File: config.mk
export PLATFORM = sky130hd
export DESIGN_NAME = rx_lane_annotate
export DESIGN_NICKNAME = d
export VERILOG_FILES = /design/src/rx_wide_pkg.sv /design/src/rx_lane_annotate.sv
export SDC_FILE = /design/constraint.sdc
export NUM_CORES = 1
export LEC_CHECK = 0
export ABC_CLOCK_PERIOD_IN_PS = 2600
export BUFFER_PORTS_ARGS = -buffer_cell sky130_fd_sc_hd__buf_4
export CORE_AREA = 2 2 285 287
export DETAILED_ROUTE_END_ITERATION = 8
export DIE_AREA = 0 0 287 289
export PLACE_DENSITY = 0.38
export SLEW_MARGIN = 10
export SYNTH_ARGS = -nofsm -noshare
export SYNTH_HDL_FRONTEND = slang
export SYNTH_SLANG_ARGS = --single-unit
File: constraint.sdc
create_clock -name clk_rxmac -period 2.6 [get_ports clk_rxmac]
set_input_delay 0.13 -clock clk_rxmac [delete_from_list [all_inputs] [get_ports clk_rxmac]]
set_output_delay 0.13 -clock clk_rxmac [all_outputs]
set_load 0.03 [all_outputs]
File: src/rx_wide_pkg.sv
////////////////////////////////////////////////////////////
// rx wide adapter shared definitions
// word widths, lane counts, tag bit positions and the
// end-of-packet byte map encoder
////////////////////////////////////////////////////////////

package rx_wide_pkg;

	// data word and lane counts
	localparam int WORD_LEN  = 64;
	localparam int WORDS_IN  = 5;
	localparam int WORDS_OUT = 8;
	// sop, eop valid, eop index (3), fcs valid, fcs error
	localparam int TAG_LEN   = 7;
	localparam int ANN_LEN   = WORD_LEN + TAG_LEN;
	// data plus the two fcs bits, as handed to the output stage
	localparam int DAT_LEN   = WORD_LEN + 2;
	// word count 0..WORDS_OUT
	localparam int CNT_LEN   = $clog2(WORDS_OUT + 1);

	// tag layout, data sits in the low WORD_LEN bits
	localparam int SOP_BIT   = ANN_LEN - 1;
	localparam int EOPV_BIT  = ANN_LEN - 2;
	localparam int EIDX_LSB  = WORD_LEN + 2;
	localparam int FCSV_BIT  = WORD_LEN + 1;
	localparam int FCSE_BIT  = WORD_LEN;

	// byte map to index of its set bit, zero for an empty map
	function automatic logic [2:0] encode_eop_byte(input logic [7:0] bm);
		logic [2:0] idx;
		idx = '0;
		for (int b = 0; b < 8; b++)
		begin
			if (bm[b])
				idx = idx | 3'(b);
		end
		return idx;
	endfunction

endpackage

File: src/rx_lane_annotate.sv
////////////////////////////////////////////////////////////
// rx lane annotate
// registers the five-lane receive words, follows packet
// state across cycles and tags each word with sop, eop
// position and fcs result, plus a keep mask that drops the
// junk words lying between packets
////////////////////////////////////////////////////////////

module rx_lane_annotate
	import rx_wide_pkg::*;
(
	input  logic                          arst,
	input  logic                          clk_rxmac,
	input  logic [WORDS_IN*WORD_LEN-1:0]  rx5l_d,
	input  logic [WORDS_IN-1:0]           rx5l_sop,
	input  logic [WORDS_IN*8-1:0]         rx5l_eop_bm,
	input  logic                          rx5l_valid,
	input  logic                          rx5l_fcs_valid,
	input  logic                          rx5l_fcs_error,
	output logic [WORDS_IN*ANN_LEN-1:0]   ann_words,
	output logic [WORDS_IN-1:0]           ann_mask
);

	////////////////////////////////////////////////////////////
	// stage 1 input registers
	////////////////////////////////////////////////////////////

	logic                         valid_q;
	logic [WORDS_IN-1:0]          sop_q;
	logic [WORDS_IN*8-1:0]        eop_bm_q;
	logic                         fcs_valid_q;
	logic                         fcs_error_q;
	logic [WORDS_IN*WORD_LEN-1:0] d_q;

	// flags are forced low on idle cycles so no stray sop/eop leaks in
	always_ff @(posedge clk_rxmac or posedge arst)
	begin
		if (arst)
		begin
			valid_q     <= 1'b0;
			sop_q       <= '0;
			eop_bm_q    <= '0;
			fcs_valid_q <= 1'b0;
			fcs_error_q <= 1'b0;
		end
		else
		begin
			valid_q     <= rx5l_valid;
			sop_q       <= rx5l_valid ? rx5l_sop : '0;
			eop_bm_q    <= rx5l_valid ? rx5l_eop_bm : '0;
			fcs_valid_q <= rx5l_valid & rx5l_fcs_valid;
			fcs_error_q <= rx5l_valid & rx5l_fcs_error;
		end
	end

	always_ff @(posedge clk_rxmac)
	begin
		d_q <= rx5l_d;
	end

	////////////////////////////////////////////////////////////
	// per-lane eop decode and annotation
	////////////////////////////////////////////////////////////

	logic [WORDS_IN-1:0] eop_v;
	logic [ANN_LEN-1:0]  ann_d [WORDS_IN];

	for (genvar i = 0; i < WORDS_IN; i++)
	begin : g_lane
		assign eop_v[i] = |eop_bm_q[i*8 +: 8];
		// fcs result only sticks to the word that closes the packet
		assign ann_d[i] = {sop_q[i], eop_v[i], encode_eop_byte(eop_bm_q[i*8 +: 8]),
			fcs_valid_q & eop_v[i], fcs_error_q & eop_v[i],
			d_q[i*WORD_LEN +: WORD_LEN]};
	end

	// in_packet carries packet state from one cycle to the next
	logic in_packet;

	always_ff @(posedge clk_rxmac or posedge arst)
	begin
		if (arst)
			in_packet <= 1'b0;
		else if ((|sop_q) && !(|eop_v))
			in_packet <= 1'b1;
		else if (!(|sop_q) && (|eop_v))
			in_packet <= 1'b0;
	end

	// scan lanes in wire order, lane 4 first
	// a word is kept when a packet is open at it or starts on it
	logic [WORDS_IN-1:0] keep;

	always_comb
	begin
		logic run;
		run = in_packet;
		for (int i = WORDS_IN - 1; i >= 0; i--)
		begin
			keep[i] = run | sop_q[i];
			run = keep[i] & ~eop_v[i];
		end
		if (!valid_q)
			keep = '0;
	end

	////////////////////////////////////////////////////////////
	// stage 2 output registers
	////////////////////////////////////////////////////////////

	always_ff @(posedge clk_rxmac or posedge arst)
	begin
		if (arst)
			ann_mask <= '0;
		else
			ann_mask <= keep;
	end

	always_ff @(posedge clk_rxmac)
	begin
		for (int i = 0; i < WORDS_IN; i++)
			ann_words[i*ANN_LEN +: ANN_LEN] <= ann_d[i];
	end

	// input protocol: one packet start and one end per cycle at most
	a_one_sop: assert property (@(posedge clk_rxmac) disable iff (arst)
		$onehot0(sop_q));
	a_one_eop: assert property (@(posedge clk_rxmac) disable iff (arst)
		$onehot0(eop_v));

	// each lane byte map names a single last byte
	for (genvar i = 0; i < WORDS_IN; i++)
	begin : g_bm_chk
		a_bm_onehot: assert property (@(posedge clk_rxmac) disable iff (arst)
			$onehot0(eop_bm_q[i*8 +: 8]));
	end

endmodule

==> impl_metrics.tcl, run 1 <==
set metrics [dict create \
    ant_nets 0 \
    synth_seq_cells 729 \
    wl_per_cell_um 15.2 \
    cts.repair.resized 0 \
    worstSetupStartpointType "register" \
    dr.first_iter.drc_count 198 \
    crit_chain "or4_4 -> nand2b_4 -> or3_4 -> nor4_2 -> ha_1 -> mux2_2" \
    synth_most_common_cell "dfxtp_1" \
    dpl_worst_slack_ps 317 \
    power_per_cell_area_nw_per_um2 886 \
    seqPwrFrac_pct 46.0 \
    async_flop_share_pct 7.41 \
    cts_sinks 729 \
    setup_viol 0 \
    finClkSkew_ps 22.4 \
    hpwlAfterDp_mm 36.4 \
    vias_per_cell 3.29 \
    drc 0 \
    p_leak_nw 13.4 \
    ir_drop_mv 0.520 \
    synth_area_um2 15600 \
    cts_buffers 79 \
    slowest_stage "or4_4" \
    drv_slew 0 \
    p_int_mw 20.2 \
    synth_top_area_share_pct 86.7 \
    gp_congestion 0.741 \
    setup_slack_ps 344 \
    crit_type "register to register" \
    syn_to_final_growth_pct 88.4 \
    cts.clk_slew.worst_paths_ps 60 \
    min_path_type "input pin to asynchronous set/reset pin" \
    ys_top_cells_by_count "dfxtp_1 (675), and2_1 (54), dfrtp_1 (54)" \
    min_period_over_period_pct 86.8 \
    portBuffers 729 \
    worst_setup_path_end_kind "register" \
    pwr-share-comb_pct 8.6 \
    power_mw 26.0 \
    maxCapViolCount 0 \
    crit_arrival_ps 2740 \
    synth_edf_count 0 \
    core-area_um2 79900 \
    rows 104 \
    clock-root-buffer "clkbuf_16" \
    post_cts_buffers 0 \
    switching_share_pct 22.5 \
    slew_headroom_pct 64.0 \
    required_ps 3080 \
    grt_pass1_vias 11404 \
    yosys_warnings 0 \
    synthCells 840 \
    avgSynthCellArea_um2 18.6 \
    power_frac_clock_pct 45.4 \
    fp.dieW_um 287 \
    setup-tns-final_ps 0 \
    synth_area_leaders "dfxtp_1 (87%), dfrtp_1 (8.7%), and2_1 (2.2%), or4_1 (0.58%), nor4_1 (0.20%)" \
    crit_fanout 5 \
    ioPinCount 730 \
    grt-ovfl-total 0 \
    fmax_mhz 443 \
    highest_layer "met5" \
    synthFlopType "dfxtp_1" \
    wl_mm 48.4 \
    die_area_um2 82900 \
    met1_length_mm 16.9 \
    fin_hold_ws_ps 50.5 \
    firstDrtPassIters 4 \
    status "finished, final reports clean" \
    dr_total_vias 10485 \
    cts_max_level 3 \
    clk_path_buf_depth 3 \
    insertion_delay_ps 610 \
    tightest_slew_ps 535 \
    rsz0062_at_grt "no" \
    yosysSeqAreaShare_pct 95.3 \
    synth.distinct_cells 27 \
    grt_usage_pct 11.0 \
    syn_nets 1211 \
    grt_pass1_wl_mm 68.0 \
    final.min_clock_period_ps 2260 \
    fp.dieH_um 289 \
    netSwitchingPower_mw 5.85 \
    antenna_found_initial 7 \
    initial_core_util_pct 19.5 \
    utilization_pct 36.8 \
    route.met2.wl_mm 25.3 \
    cts_hold_buffers 416 \
    max_stage_delay_ps 530 \
    synth_top_area_cell "dfxtp_1" \
    met3_length_mm 4.71 \
    drive_gt1_share_pct 41.1 \
    final-hold-violation-count 0 \
    nets 2434 \
    grt_start_max_net_pins 49 \
    tritoncts "done" \
]
[worst paths after layout]
| kind | startpoint | to | slack [ps] | cells past startpoint |
|---|---|---|---|---|
| min reg2reg | d_q[204] | ann_words[225] | 310 | 0 |
| max reg2reg | eop_bm_q[25] | in_packet | 340 | 6 |
| max in group asynchronous | arst | eop_bm_q[2] | 1740 | 4 |
| min | arst | eop_bm_q[26] | 50 | 3 |
| min in group clk_rxmac | rx5l_d[33] | d_q[33] | 160 | 2 |
| max | eop_bm_q[25] | in_packet | 340 | 6 |
[layer usage]
| metal | track usage [%] | vias up |
|---|---|---|
| met3 | 4.89 | 101 |
| met1 | 11.0 | 4841 |
| met5 | 0 | - |
| met4 | 4.26 | 10 |
| met2 | 20.0 | 428 |
| li1 | - | 5105 |
[stage by stage]
step | instances | instance area, um^2
floorplan | 840 | 15600
global placement | 2626 | 22400
detailed placement | 2626 | 22400
CTS | 3185 | 29400
global route | 3186 | 29400
finish | 3186 | 29400
[final cells by class]
| class | count | area, um^2 |
|---|---|---|
| diodes | 1 | 2.50 |
| clock buffers | 102 | 2180 |
| clock inverters | 41 | 637 |
| fillers | 7736 | 50500 |
| inverters | 7 | 26.3 |
| multi-input cells | 99 | 684 |
| flip-flops and latches | 729 | 14900 |
| well taps | 1060 | 1330 |
| repair buffers | 1147 | 9650 |
[power by group through the flow]
stage / sequential [mW] / combinational (mW) / clock (mW)
3_3_place_gp: 12.2 / 1.73 / 0
4_1_cts: 12.0 / 2.28 / 12.2
3_5_place_dp: 12.2 / 1.74 / 0
6_report: 12.0 / 2.24 / 11.8
2_1_floorplan: 12.8 / 0.0881 / 0
5_1_grt: 12.0 / 2.36 / 12.7
[cell usage in the layout (no fill, tap or decap), types with 2 or more instances in the layout]
cell type        n
inv_1            6
or4_1           12
and2_1          54
nor4_1           5
clkinv_4         3
and2_2           2
dlygate4sd3_1  416
clkinv_16        3
clkinv_2        15
or4_4            2
dfxtp_1        675
dfrtp_1         54
bufinv_16       12
nor2_1           2
nor2b_1          2
clkbuf_8        10
clkinvlp_4       3
clkbuf_1        12
inv_6            3
clkbuf_16       80
buf_4          731
nand2_1          5
[kinds of logic (layout without fill, tap and decap cells)]
logic type	after synthesis	in the layout	synth area share (%)
other cells	0	1	0
buf+inv	12	1297	0.289
flops	729	729	95.3
fa+ha+maj	1	1	0.0802
simple gates	90	90	3.88
compound gates	7	7	0.353
mux	1	1	0.0722
[registers in the layout, indices dropped and copies added (netlist names)]
register and cells:
ann_words 355, d_q 320, in_packet 1, fcs_valid_q 1
valid_q 1, eop_bm_q 40, sop_q 5, fcs_error_q 1
ann_mask 5
[critical path: cells and delay by family (launching register included)]
family	cells	cell delay, ps
and+or+nand+nor	4	1220
DFF	1	370
adders and majority gates	1	280
muxes	1	270
(Power assumes the default switching activity.)
==> inputs of run 2 (changes only) <==
- CELL_PAD_IN_SITES_DETAIL_PLACEMENT: unset -> 0
- CELL_PAD_IN_SITES_GLOBAL_PLACEMENT: unset -> 2
- CORE_AREA: 2 2 285 287 -> 2 2 280 282
- DIE_AREA: 0 0 287 289 -> 0 0 282 284
- PLACE_DENSITY: 0.38 -> 0.54
==> run 2 against run 1 <==
Compared with the run above:
- sequential cell count stayed put
- final area fell by 0.37%
- total power fell by 1.6%
- utilization rose by 1.3 points
- sequential power about the same
- critical endpoint unchanged
==> impl_metrics.tcl, run 2 (same netlist as run 1, synthesis figures left out) <==
set metrics [dict create \
    switching_share_pct 23.1 \
    met1_usage_pct 11.5 \
    tritoncts "done" \
    power_frac_clock_pct 44.4 \
    maxCapViolCount 0 \
    power_mw 25.6 \
    status "finished, final reports clean" \
    fp.dieH_um 284 \
    grt_start_max_net_pins 49 \
    final_common_cell "buf_4" \
    cts.clk_slew.worst_paths_ps 60 \
    fmax_mhz 447 \
    path_buf_inv 0 \
    die_area_um2 80100 \
    cts_hold_buffers 415 \
    required_ps 3080 \
    rows 102 \
    crit_chain "or4_4 -> nand2b_4 -> or3_4 -> nor4_2 -> ha_1 -> mux2_2" \
    grt_most_used_layer "met2" \
    core-area_um2 77000 \
    crit_arrival_ps 2720 \
    min_period_over_period_pct 86.1 \
    cts_buffers 80 \
    slew_headroom_pct 36.9 \
    initial_core_util_pct 20.3 \
    final.min_clock_period_ps 2240 \
    fp.dieW_um 282 \
    ioPinCount 730 \
    worstSetupStartpointType "register" \
    post_cts_buffers 0 \
    cts_sinks 729 \
    finClkSkew_ps 22.6 \
    power_per_cell_area_nw_per_um2 875 \
    seqPwrFrac_pct 46.7 \
    final_cell_mix "buf_4 (732), dfxtp_1 (675), dlygate4sd3_1 (415)" \
    largest-register "ann_words" \
    vias_per_cell 3.31 \
    dr_total_vias 10498 \
    reg_top3 "ann_words x355, d_q x320, eop_bm_q x40" \
    cts_max_level 3 \
    setup-tns-final_ps 0 \
    final-hold-violation-count 0 \
    grt-ovfl-total 0 \
    gr-usage-met3_pct 5.81 \
    ant_nets 0 \
    pwr-share-comb_pct 8.8 \
    utilization_pct 38.0 \
    antenna_found_initial 8 \
    insertion_delay_ps 620 \
    p_int_mw 19.7 \
    max_stage_delay_ps 520 \
    drive_gt1_share_pct 41.0 \
    drc 0 \
    crit_type "register to register" \
    ir_drop_mv 0.490 \
    use_met2_pct 21.8 \
    firstDrtPassIters 4 \
    min_path_type "input pin to register" \
    p_leak_nw 13.3 \
    cts.repair.resized 0 \
    clk_path_buf_depth 3 \
    worst_setup_path_end_kind "register" \
    syn_to_final_growth_pct 87.7 \
    netSwitchingPower_mw 5.91 \
    hpwlAfterDp_mm 38.0 \
    slowest_stage "or4_4" \
    drv_slew 0 \
    setup_viol 0 \
    gp_congestion 0.790 \
    grt_usage_pct 12.1 \
    nets 2435 \
    grt_pass1_vias 11412 \
    crit_fanout 5 \
    grt_pass1_wl_mm 71.1 \
    portBuffers 729 \
    clock-root-buffer "clkbuf_16" \
    dr.first_iter.drc_count 239 \
    rsz0062_at_grt "no" \
    wl_mm 50.0 \
    tightest_slew_ps 946 \
    largest_register_ffs 355 \
    critPathTopFamily "simple AND/OR/NAND/NOR gates" \
    wl_per_cell_um 15.8 \
]
run 2: changes by cell type in the layout (fill, tap and decap cells not counted), sizes merged:
cell	before	now
buf	731	732
bufinv	12	5
clkbuf	102	113
clkinv	22	25
clkinvlp	3	0
diode	1	2
dlygate4sd3	416	415
inv	11	10
run 2: per-layer routing:
metal  share of wire [%]  vias up
met2                  51      442
met1                  34     4835
met4                 3.2       12
li1                    -     5106
met5                0.16        -
met3                  11      103
run 2: cell type report:
type	instances	area, um^2
inverters	7	26.3
clock buffers	113	2290
repair buffers	1147	9650
multi-input cells	99	684
diodes	2	5.00
flip-flops and latches	729	14900
fillers	7439	47700
clock inverters	33	453
well taps	1040	1300
run 2: final timing paths:
kind | startpoint | to | slack (ps) | depth (start not counted)
max | eop_bm_q[25] | in_packet | 360 | 6
min | rx5l_d[69] | d_q[69] | 140 | 2
max reg2reg | eop_bm_q[25] | in_packet | 360 | 6
min reg2reg | d_q[129] | ann_words[143] | 300 | 0
max in group asynchronous | arst | eop_bm_q[39] | 1590 | 4
min in group asynchronous | arst | eop_bm_q[1] | 300 | 3
run 2: worst register-to-register path, stage by stage, from the launching register on:
cell      delay, ps
dfrtp_1         360
or4_4           520
nand2b_4        180
or3_4           360
nor4_2          160
ha_1            280
mux2_2          270
run 2: per-stage QoR:
step,cell area [um^2],setup slack (ps),std cells,hold slack (ps)
floorplan,15600,466,840,158
global placement,22400,356,2607,235
detailed placement,22400,345,2607,235
CTS,29300,334,3168,89.2
global route,29300,289,3170,93.1
finish,29300,363,3170,138
run 2: power by group through the flow:
stage,clock network [mW],logic (mW),registers [mW]
after floorplan,0,0.0881,12.8
after global placement,0,1.74,12.2
after detailed placement,0,1.74,12.2
after CTS,11.8,2.30,12.0
after global routing,12.3,2.38,12.0
final,11.4,2.26,12.0
